## src/stream_pkg.sv

```systemverilog
// Stream scale-and-offset package
// Sample, coefficient and result types shared by the datapath
// Fixed-point format constants and clamp limits
package stream_pkg;

   // Sample width in bits
   localparam int SAMPLE_W = 16;

   // Fraction bits of the Q8.8 gain
   localparam int FRAC_W = 8;

   // Signed input sample
   typedef logic signed [SAMPLE_W-1:0] sample_t;

   // Signed gain, 8 integer bits and 8 fraction bits
   typedef logic signed [SAMPLE_W-1:0] gain_t;

   // Signed offset, added after the gain is applied
   typedef logic signed [SAMPLE_W-1:0] offset_t;

   // Full-precision product of sample and gain
   typedef logic signed [2*SAMPLE_W-1:0] prod_t;

   // Output word
   // value holds the clamped sum
   // sat is set when the clamp changed the sum
   typedef struct packed {
      sample_t value;
      logic    sat;
   } result_t;

   // Clamp limits of the signed 16-bit range
   localparam sample_t SAMPLE_MAX = 16'sh7fff;
   localparam sample_t SAMPLE_MIN = 16'sh8000;

endpackage

```

## src/pipestage.sv

```systemverilog
// Valid/ready pipestage
// Two-entry circular buffer with head and tail pointers
// Registers both the forward and the backward path, one cycle latency
// BYPASS turns the stage into a zero-latency pass-through
`timescale 1ns/100ps

module pipestage #(
   parameter int  BYPASS    = 0,
   parameter type payload_t = logic [63:0]
) (
   input  logic     clk,
   input  logic     arst_n,
   input  logic     in_valid,
   output logic     in_ready,
   input  payload_t in_data,
   output logic     out_valid,
   input  logic     out_ready,
   output payload_t out_data
);

   generate
      if (BYPASS == 0) begin : g_buffer
         // Entry storage, payload only
         payload_t data0;
         payload_t data1;
         // Per-entry occupancy
         logic     valid0;
         logic     valid1;
         // Single-bit pointers, head is the next free slot
         logic     head;
         logic     tail;
         // Handshake completions on each side
         logic     in_accept;
         logic     out_accept;

         // Item enters when the source offers and a slot is free
         assign in_accept  = in_valid & in_ready;
         // Item leaves when the sink takes the oldest entry
         assign out_accept = out_valid & out_ready;

         // Ready only depends on local state, so no combinational path upstream
         assign in_ready  = ~(valid0 & valid1);
         // Either entry holding data is enough to present
         assign out_valid = valid0 | valid1;

         // Oldest entry sits under tail
         assign out_data = tail ? data1 : data0;

         // Payload registers
         // Written into the slot under head on an input transfer
         always_ff @(posedge clk) begin
            if (in_accept && !head) begin
               data0 <= in_data;
            end
            if (in_accept && head) begin
               data1 <= in_data;
            end
         end

         // Valid bits and pointers
         always_ff @(posedge clk or negedge arst_n) begin
            if (!arst_n) begin
               valid0 <= 1'b0;
               valid1 <= 1'b0;
               head   <= 1'b0;
               tail   <= 1'b0;
            end else begin
               // Clear the entry being read
               if (out_accept && !tail) begin
                  valid0 <= 1'b0;
               end
               if (out_accept && tail) begin
                  valid1 <= 1'b0;
               end
               // Set the entry being written
               // head never points at an occupied slot while in_ready is high
               if (in_accept && !head) begin
                  valid0 <= 1'b1;
               end
               if (in_accept && head) begin
                  valid1 <= 1'b1;
               end
               // Advance pointers on their own side's transfer
               if (in_accept) begin
                  head <= ~head;
               end
               if (out_accept) begin
                  tail <= ~tail;
               end
            end
         end
      end else begin : g_bypass
         // Straight pass-through, zero latency
         assign out_valid = in_valid;
         assign in_ready  = out_ready;
         assign out_data  = in_data;
      end
   endgenerate

endmodule

```

## src/scale_unit.sv

```systemverilog
// Scale-and-offset unit
// Stage one forms sample x gain, stage two shifts, adds offset and clamps
// Both stages share one advance enable and stall together
// sat marks any result pushed to the 16-bit limits
`timescale 1ns/100ps

module scale_unit
   import stream_pkg::*;
(
   input  logic    clk,
   input  logic    arst_n,
   input  gain_t   gain,
   input  offset_t offset,
   input  logic    in_valid,
   output logic    in_ready,
   input  sample_t in_data,
   output logic    out_valid,
   input  logic    out_ready,
   output result_t out_data
);

   // Width of the scaled value plus offset
   // product after the shift keeps 24 bits, one more covers the add
   localparam int SUM_W = 2*SAMPLE_W - FRAC_W + 1;

   // Clamp limits widened to the sum width
   localparam logic signed [SUM_W-1:0] SUM_MAX = SUM_W'(SAMPLE_MAX);
   localparam logic signed [SUM_W-1:0] SUM_MIN = SUM_W'(SAMPLE_MIN);

   // Stage one state
   prod_t   prod_q;
   logic    v1_q;

   // Stage two state
   result_t res_q;
   logic    v2_q;

   // Global enable for both stages
   logic    advance;

   // Stage two combinational result
   logic signed [SUM_W-1:0] scaled;
   logic signed [SUM_W-1:0] offset_ext;
   logic signed [SUM_W-1:0] sum;
   result_t                 res_d;

   // Pipeline moves when the last stage is empty or being drained
   assign advance  = ~v2_q | out_ready;
   // Accept input exactly when stage one will be loaded
   assign in_ready = advance;

   assign out_valid = v2_q;
   assign out_data  = res_q;

   // Arithmetic shift right by FRAC_W with explicit sign extension
   // floor rounding falls out of dropping the low product bits
   assign scaled = {prod_q[2*SAMPLE_W-1], prod_q[2*SAMPLE_W-1:FRAC_W]};

   // Offset sign-extended to the sum width
   assign offset_ext = {{(SUM_W-SAMPLE_W){offset[SAMPLE_W-1]}}, offset};

   assign sum = scaled + offset_ext;

   // Clamp to the signed 16-bit range
   always_comb begin
      if (sum > SUM_MAX) begin
         res_d.value = SAMPLE_MAX;
         res_d.sat   = 1'b1;
      end else if (sum < SUM_MIN) begin
         res_d.value = SAMPLE_MIN;
         res_d.sat   = 1'b1;
      end else begin
         // In range, low bits carry the exact value
         res_d.value = sum[SAMPLE_W-1:0];
         res_d.sat   = 1'b0;
      end
   end

   // Stage valid bits
   always_ff @(posedge clk or negedge arst_n) begin
      if (!arst_n) begin
         v1_q <= 1'b0;
         v2_q <= 1'b0;
      end else if (advance) begin
         v1_q <= in_valid;
         v2_q <= v1_q;
      end
   end

   // Stage payload registers
   // held under stall, loaded only behind a valid bit
   always_ff @(posedge clk) begin
      if (advance && in_valid) begin
         // 16 x 16 signed multiply, full 32-bit product
         prod_q <= in_data * gain;
      end
      if (advance && v1_q) begin
         res_q <= res_d;
      end
   end

endmodule

```

## src/scale_pipe_top.sv

```systemverilog
// Scale pipe top level
// Input pipestage, scale-and-offset unit and output pipestage in series
// Every link is a valid/ready handshake
// gain and offset are static, changed only while the pipe is empty
`timescale 1ns/100ps

module scale_pipe_top
   import stream_pkg::*;
#(
   parameter int IN_BYPASS  = 0,
   parameter int OUT_BYPASS = 0
) (
   input  logic    clk,
   input  logic    arst_n,
   input  gain_t   gain,
   input  offset_t offset,
   input  logic    in_valid,
   output logic    in_ready,
   input  sample_t in_data,
   output logic    out_valid,
   input  logic    out_ready,
   output result_t out_data
);

   // Input stage to scale unit
   logic    s_valid;
   logic    s_ready;
   sample_t s_data;

   // Scale unit to output stage
   logic    r_valid;
   logic    r_ready;
   result_t r_data;

   // Registers incoming samples
   pipestage #(
      .BYPASS    (IN_BYPASS),
      .payload_t (sample_t)
   ) u_in_stage (
      .clk       (clk),
      .arst_n    (arst_n),
      .in_valid  (in_valid),
      .in_ready  (in_ready),
      .in_data   (in_data),
      .out_valid (s_valid),
      .out_ready (s_ready),
      .out_data  (s_data)
   );

   // Two-cycle multiply, offset and clamp
   scale_unit u_scale (
      .clk       (clk),
      .arst_n    (arst_n),
      .gain      (gain),
      .offset    (offset),
      .in_valid  (s_valid),
      .in_ready  (s_ready),
      .in_data   (s_data),
      .out_valid (r_valid),
      .out_ready (r_ready),
      .out_data  (r_data)
   );

   // Registers results, decouples the external ready from the scale stall
   pipestage #(
      .BYPASS    (OUT_BYPASS),
      .payload_t (result_t)
   ) u_out_stage (
      .clk       (clk),
      .arst_n    (arst_n),
      .in_valid  (r_valid),
      .in_ready  (r_ready),
      .in_data   (r_data),
      .out_valid (out_valid),
      .out_ready (out_ready),
      .out_data  (out_data)
   );

endmodule

```

## config.mk

```make
export PLATFORM = sky130hd
export DESIGN_NAME = scale_pipe_top
export DESIGN_NICKNAME = d
export VERILOG_FILES = /design/src/stream_pkg.sv /design/src/pipestage.sv /design/src/scale_unit.sv /design/src/scale_pipe_top.sv
export SDC_FILE = /design/constraint.sdc
export NUM_CORES = 1
export LEC_CHECK = 0
export ABC_AREA = 0
export BUFFER_PORTS_ARGS = -buffer_cell sky130_fd_sc_hd__buf_2
export CORE_MARGIN = 3
export CORE_UTILIZATION = 45
export CTS_BUF_LIST = sky130_fd_sc_hd__clkbuf_4 sky130_fd_sc_hd__clkbuf_8
export DETAILED_ROUTE_END_ITERATION = 6
export PLACE_DENSITY_LB_ADDON = 0.15
export SYNTH_ARGS = -nofsm -noshare
export SYNTH_HDL_FRONTEND = slang
export SYNTH_HIERARCHICAL = 1
export SYNTH_SLANG_ARGS = --single-unit
```

## constraint.sdc

```tcl
create_clock -name clk -period 6.1 [get_ports clk]
set_input_delay 0.915 -clock clk [delete_from_list [all_inputs] [get_ports clk]]
set_output_delay 0.915 -clock clk [all_outputs]
set_load 0.005 [all_outputs]
```

==> qor.yml, run 1 <==
port_buffers: 70
cp-start-kind: "register"
area_growth_pct: 14.6
fp.dieH_um: 191
drtAntennaViolNets: 0
grt_pass1_wl_um: 54900
r2r_cells: 20
final_util_pct: 52.6
drt_iter0_markers: 463
syn-num-nets: 1855
ys_seq_area_share_pct: 22.5
crit_path_top_delay_cell: "fa_1"
rr_startpoint: "u_in_stage/g_buffer.tail$_DFFE_PN0N_"
htreeDepth: 4
synth_top_cell_area_share_pct: 34.0
worstSetupEndpointType: "register"
final_common_cell: "inv_1"
cts_tree: "yes"
grt_max_degree: 25
synth_edf_count: 107
drc: 0
pre_cts_ws_ns: -0.469
yosysWarningCount: 6
rrSetupSlack_ns: -0.12
path_max_fanout: 16
cts.path.max_buffers: 2
fin_crit_ns: 6.22
num_rows: 67
insertion_delay_ns: 0.45
ys_types: 85
final_cell_mix: "295 x inv_1, 257 x fa_1, 140 x nand2_1, 125 x buf_4, 121 x and2_1"
drive_gt1_share_pct: 20.8
required_ns: 6.30
finalCritPeriodShare_pct: 102
synth_top_area_cell: "fa_1"
vias: 10114
status: "finished with violations"
drv_slew: 0
synth_flop_cell: "edfxtp_1"
maxCapViolations: 0
grt_antenna_before_repair: 0
rsz0062_at_grt: "yes"
crit_arrival_ns: 6.42
wl_um: 32600
avgSynthCellArea_um2: 10.7
setup_ws_ns: -0.123
cpLargestDelayFamily: "adder cells"
nets: 2030
grt_pass1_vias: 10745
path_class: "reg -> reg"
syn-instance-count: 1438
die_w_um: 191
final.setup.tns_ns: -0.464
dr.pass1.iters: 5
tightestPinTransition_ns: 1.07
detail_route.wl_per_cell_um: 15.7
hpwl_um: 27700
finalHoldViolations: 0
fmax_mhz: 161
syn-cell-area_um2: 15400
fin_skew_ns: 0.0252
cts_sinks: 117
path_cells: "buf_12 -> mux2_2 -> buf_4 -> buf_4 -> and2_1 -> fa_1 -> fa_1 -> fa_1 -> fa_1 -> fa_1 -> inv_1 -> fa_1 -> inv_1 -> ha_1 -> or3_1 -> o21ai_0 -> a31oi_4 -> a211oi_2 -> nand2b_1 -> a21oi_1"
worst_r2r_endpoint: "u_scale/prod_q[29]$_DFFE_PP_"
place.gp.congestion: 0.879
critPathMaxStageDelay_ns: 0.59
min_path_type: "in -> async"
violations: "setup timing"
antennaDiodeCount: 0
slew_headroom_pct: 28.9
crit_top_cell: "fa_1"
setup_viol: 7
synth_area_leaders: "fa_1 34%, edfxtp_1 21%, ha_1 8.4%"
vias_per_cell: 4.88
cts_made_buffers: 17
async_flop_share_pct: 8.55
core_um2: 33600
io_pins: 71
path_buf_inv: 5
overflow: 0
root_buffer: "clkbuf_8"
clkTransAtPathRegs_ns: 0.08
ys_ff_latch: 117
dieArea_um2: 36500
grtUsageTotal_pct: 19.0
start_util_pct: 45.9
-- how the worst max path moves through the flow --
stage | startpoint | endpoint | slack (ns) | cells after the start
finish | u_in_stage/g_buffer.tail$_DFFE_PN0N_ | u_scale/prod_q[29]$_DFFE_PP_ | -0.12 | 20
global route | u_in_stage/g_buffer.tail$_DFFE_PN0N_ | u_scale/prod_q[31]$_DFFE_PP_ | -0.44 | 24
CTS | u_in_stage/g_buffer.tail$_DFFE_PN0N_ | u_scale/prod_q[31]$_DFFE_PP_ | -0.18 | 24
detailed placement | gain[9] | u_scale/prod_q[31]$_DFFE_PP_ | -0.47 | 24
global placement | gain[9] | u_scale/prod_q[31]$_DFFE_PP_ | -0.39 | 24
floorplan | gain[4] | u_scale/prod_q[29]$_DFFE_PP_ | -0.03 | 22
-- cells in the mapped netlist, drive strengths merged (4+ instances only) --
cell type	n
edfxtp	107
nand4	5
and3	8
o311ai	4
xor2	16
o211ai	4
nor3	8
a211oi	5
dfrtp	10
a21oi	41
buf	9
or2	5
mux2	35
xnor2	36
nor2b	6
nand2b	12
a211o	4
o21bai	8
fa	262
o21ai	32
a31oi	4
a21o	11
nor2	39
nand3	11
and2	126
clkbuf	35
nand2	143
ha	103
o21a	5
inv	295
-- cells by family after synthesis --
logic type	Yosys count	share of synthesized area, %
xor+xnor	52	2.95
simple gates	377	12.6
flops	117	22.5
fa+ha+maj	365	42.4
mux	36	3.23
compound gates	152	7.63
buf+inv	339	8.76
-- worst register-to-register path, cell delays in order, from the launching register on --
cell and delay, ns:
dfrtp_1 0.38, buf_12 0.18, mux2_2 0.46, buf_4 0.16, buf_4 0.16, and2_1 0.17, fa_1 0.57, fa_1 0.48
fa_1 0.59, fa_1 0.44, fa_1 0.49, inv_1 0.05, fa_1 0.47, inv_1 0.04, ha_1 0.28, or3_1 0.36
o21ai_0 0.15, a31oi_4 0.08, a211oi_2 0.29, nand2b_1 0.14, a21oi_1 0.05
-- through the flow --
stage	std cells	hold WS, ns	area (µm²)
floorplan	1438	0.421	15600
global placement	2040	0.422	17200
detailed placement	2040	0.429	17200
CTS	2073	0.294	17700
global route	2073	0.316	17700
finish	2073	0.333	17700
-- registers in the layout, summed over array words and instances (netlist names) --
signal / flops
u_scale/prod_q: 24
u_out_stage/g_buffer.data0: 17
u_out_stage/g_buffer.data1: 17
u_scale/out_data: 17
u_in_stage/g_buffer.data0: 16
u_in_stage/g_buffer.data1: 16
u_in_stage/g_buffer.head: 1
u_in_stage/g_buffer.tail: 1
u_in_stage/g_buffer.valid0: 1
u_in_stage/g_buffer.valid1: 1
u_out_stage/g_buffer.head: 1
u_out_stage/g_buffer.tail: 1
u_out_stage/g_buffer.valid0: 1
u_out_stage/g_buffer.valid1: 1
u_scale/out_valid: 1
u_scale/v1_q: 1
-- per-layer routing --
| layer | track usage [%] | up-vias | routed length [µm] |
|---|---|---|---|
| met2 | 30.0 | 202 | 14600 |
| met5 | 0 | - | 0 |
| met4 | 4.15 | 0 | 480 |
| met3 | 2.84 | 31 | 1320 |
| li1 | - | 4894 | - |
| met1 | 28.0 | 4987 | 16200 |
-- layout make-up --
type / instances / area, µm²
Inverter: 295 / 1110
Multi-Input combinational cell: 983 / 10800
Clock inverter: 14 / 150
Sequential cell: 117 / 3460
Tap cell: 448 / 561
Fill cell: 3046 / 15900
Timing Repair Buffer: 199 / 1370
Clock buffer: 17 / 234
-- what timing repair did --
| action | CTS | global route |
|---|---|---|
| gates cloned | 1 | 0 |
| gates resized for setup | 8 | 5 |
| hold buffers | 0 | 0 |
| setup endpoints to repair | 10 | 16 |
| buffers inserted | 1 | 0 |
| pin swaps | 4 | 6 |
Power of run 1 is left out: the tool's default activity adds up to more than one toggle a clock period on the data nets, which glitch-free logic cannot reach.
==> inputs of run 2 (changes only) <==
--- a/config.mk
+++ b/config.mk
@@ -12,6 +12,7 @@
 export CTS_BUF_LIST = sky130_fd_sc_hd__clkbuf_4 sky130_fd_sc_hd__clkbuf_8
 export DETAILED_ROUTE_END_ITERATION = 6
 export PLACE_DENSITY_LB_ADDON = 0.15
+export RECOVER_POWER = 100
 export SYNTH_ARGS = -nofsm -noshare
 export SYNTH_HDL_FRONTEND = slang
 export SYNTH_HIERARCHICAL = 1
==> run 2 against run 1 <==
Compared with the run above:
- via count is 0.23% higher
- the run still ends with setup timing left
- wire length up 0.35%
- die area did not move
- clock-buffer cell count unchanged
- highest routed layer unchanged
- critical endpoint unchanged
- hold slack better by 0.11 ns
- global-route usage stayed put
==> qor.yml, run 2 (synthesis gave the netlist of run 1 again) <==
die_w_um: 191  # unchanged
io_pins: 71  # unchanged
min_path_type: "in -> async"
detail_route.wl_per_cell_um: 15.8  # +0.35%
cts_sinks: 117  # unchanged
drive_gt1_share_pct: 18.0  # -2.8 points
maxCapViolations: 0  # unchanged
dr.pass1.iters: 5  # unchanged
grt_max_degree: 25  # unchanged
rsz0062_at_grt: "yes"
overflow: 0  # unchanged
htreeDepth: 4  # unchanged
largest-register: "u_scale/prod_q"
setup_viol: 7  # unchanged
holdWs_ns: 0.438  # +0.106 ns
status: "finished with violations"
drtAntennaViolNets: 0  # unchanged
wl_um: 32800  # +0.35%
grtUsageTotal_pct: 19.0  # unchanged
port_buffers: 70  # unchanged
cts_made_buffers: 17  # unchanged
hpwl_um: 27700  # unchanged
vias: 10137  # +0.23%
final_common_cell: "inv_1"
place.gp.congestion: 0.879  # unchanged
slew_headroom_pct: 2.07  # -27 points
path_max_fanout: 16  # unchanged
cts_hold_buf: 0  # unchanged
n_fill_cell: 3090  # +1.4%
violations: "setup timing"
final.setup.tns_ns: -0.452  # +0.0124 ns
fp.dieH_um: 191  # unchanged
drc: 0  # unchanged
start_util_pct: 45.9  # unchanged
antennaDiodeCount: 0  # unchanged
path_class: "reg -> reg"
final_util_pct: 52.1  # -0.50 points
num_rows: 67  # unchanged
required_ns: 6.30  # about the same
crit_arrival_ns: 6.42  # about the same
dieArea_um2: 36500  # unchanged
grt_pass1_wl_um: 54900  # unchanged
fmax_mhz: 161  # about the same
insertion_delay_ns: 0.45  # about the same
clkTransAtPathRegs_ns: 0.08  # about the same
area_growth_pct: 13.5
fin_crit_ns: 6.22  # -0.00362 ns
cts_tree: "yes"
fin_skew_ns: 0.0257  # +0.000532 ns
finalHoldViolations: 0  # unchanged
cp-start-kind: "register"
root_buffer: "clkbuf_8"
grt_pass1_vias: 10745  # unchanged
grt_antenna_before_repair: 0  # unchanged
vias_per_cell: 4.89  # +0.23%
drv_slew: 0  # unchanged
drt_iter0_markers: 462  # -0.22%
final_cell_mix: "295 x inv_1, 257 x fa_1, 140 x nand2_1, 122 x buf_4, 118 x and2_1"
nets: 2030  # unchanged
cts.path.max_buffers: 2  # unchanged
finalCritPeriodShare_pct: 102  # about the same
worstSetupEndpointType: "register"
core_um2: 33600  # unchanged
largest_register_ffs: 24  # unchanged
setup_ws_ns: -0.119  # +0.00362 ns
tightestPinTransition_ns: 1.47  # +0.402 ns
==> run 2: cell count changes in the layout (fill, tap and decap cells not counted), sizes merged <==
cell,delta
buf,-13
clkbuf,+13
==> run 2: final cells by class <==
cell class                      count  area (µm²)  area share (%)
Clock buffer                       17         234            1.34
Clock inverter                     14         150           0.858
Inverter                          295        1110            6.32
Multi-Input combinational cell    983       10700            60.8
Sequential cell                   117        3460            19.8
Tap cell                          448         561            3.20
Timing Repair Buffer              199        1340            7.67
==> run 2: timing repair <==
action	CTS	global route
hold endpoints to repair	0	0
gates resized for setup	8	5
cloned	1	0
endpoints found under the setup margin	10	16
buffers inserted	1	0
pin swaps	4	6
==> run 2: routing by layer <==
layer	global-route usage [%]	vias up	routed length [µm]
met1	28.0	4994	16300
met2	30.0	218	14600
li1	-	4892	-
met5	0	-	0
met3	2.84	33	1400
met4	4.15	0	501
==> run 2: worst paths after layout <==
| path | depth (start not counted) | slack [ns] | to | start |
|---|---|---|---|---|
| worst max-delay path | 20 | -0.12 | u_scale/prod_q[29]$_DFFE_PP_ | u_in_stage/g_buffer.tail$_DFFE_PN0N_ |
| worst min-delay path | 1 | 0.44 | u_in_stage/g_buffer.tail$_DFFE_PN0N_ | arst_n |
| worst max register to register | 20 | -0.12 | u_scale/prod_q[29]$_DFFE_PP_ | u_in_stage/g_buffer.tail$_DFFE_PN0N_ |
| worst min register to register | 0 | 0.44 | u_out_stage/g_buffer.data1[9]$_DFFE_PP_ | u_scale/out_data[9]$_SDFFCE_PN1P_ |
| max in group asynchronous | 1 | 5.28 | u_out_stage/g_buffer.valid0$_DFFE_PN0P_ | arst_n |
| min in group clk | 0 | 0.44 | u_out_stage/g_buffer.data1[9]$_DFFE_PP_ | u_scale/out_data[9]$_SDFFCE_PN1P_ |
==> run 2: stage by stage <==
step	worst slack, ns	area, µm²	instances
2_1_floorplan	-0.0318	15600	1438
3_3_place_gp	-0.390	17200	2040
3_5_place_dp	-0.469	17200	2040
4_1_cts	-0.183	17700	2073
5_1_grt	-0.444	17500	2073
6_report	-0.119	17500	2073
==> run 2: worst max-delay path, cell delays in order, from the launching register on <==
cell and delay [ns]:
dfrtp_1 0.38, buf_12 0.18, mux2_2 0.43, buf_4 0.16, buf_4 0.16, and2_1 0.17
fa_1 0.57, fa_1 0.48, fa_1 0.59, fa_1 0.44, fa_1 0.49, inv_1 0.05
fa_1 0.47, inv_1 0.04, ha_1 0.28, or3_1 0.36, o21ai_0 0.15, a31oi_4 0.08
a211oi_2 0.29, nand2b_1 0.14, a21oi_1 0.05
Power of run 2 is left out for the same reason.
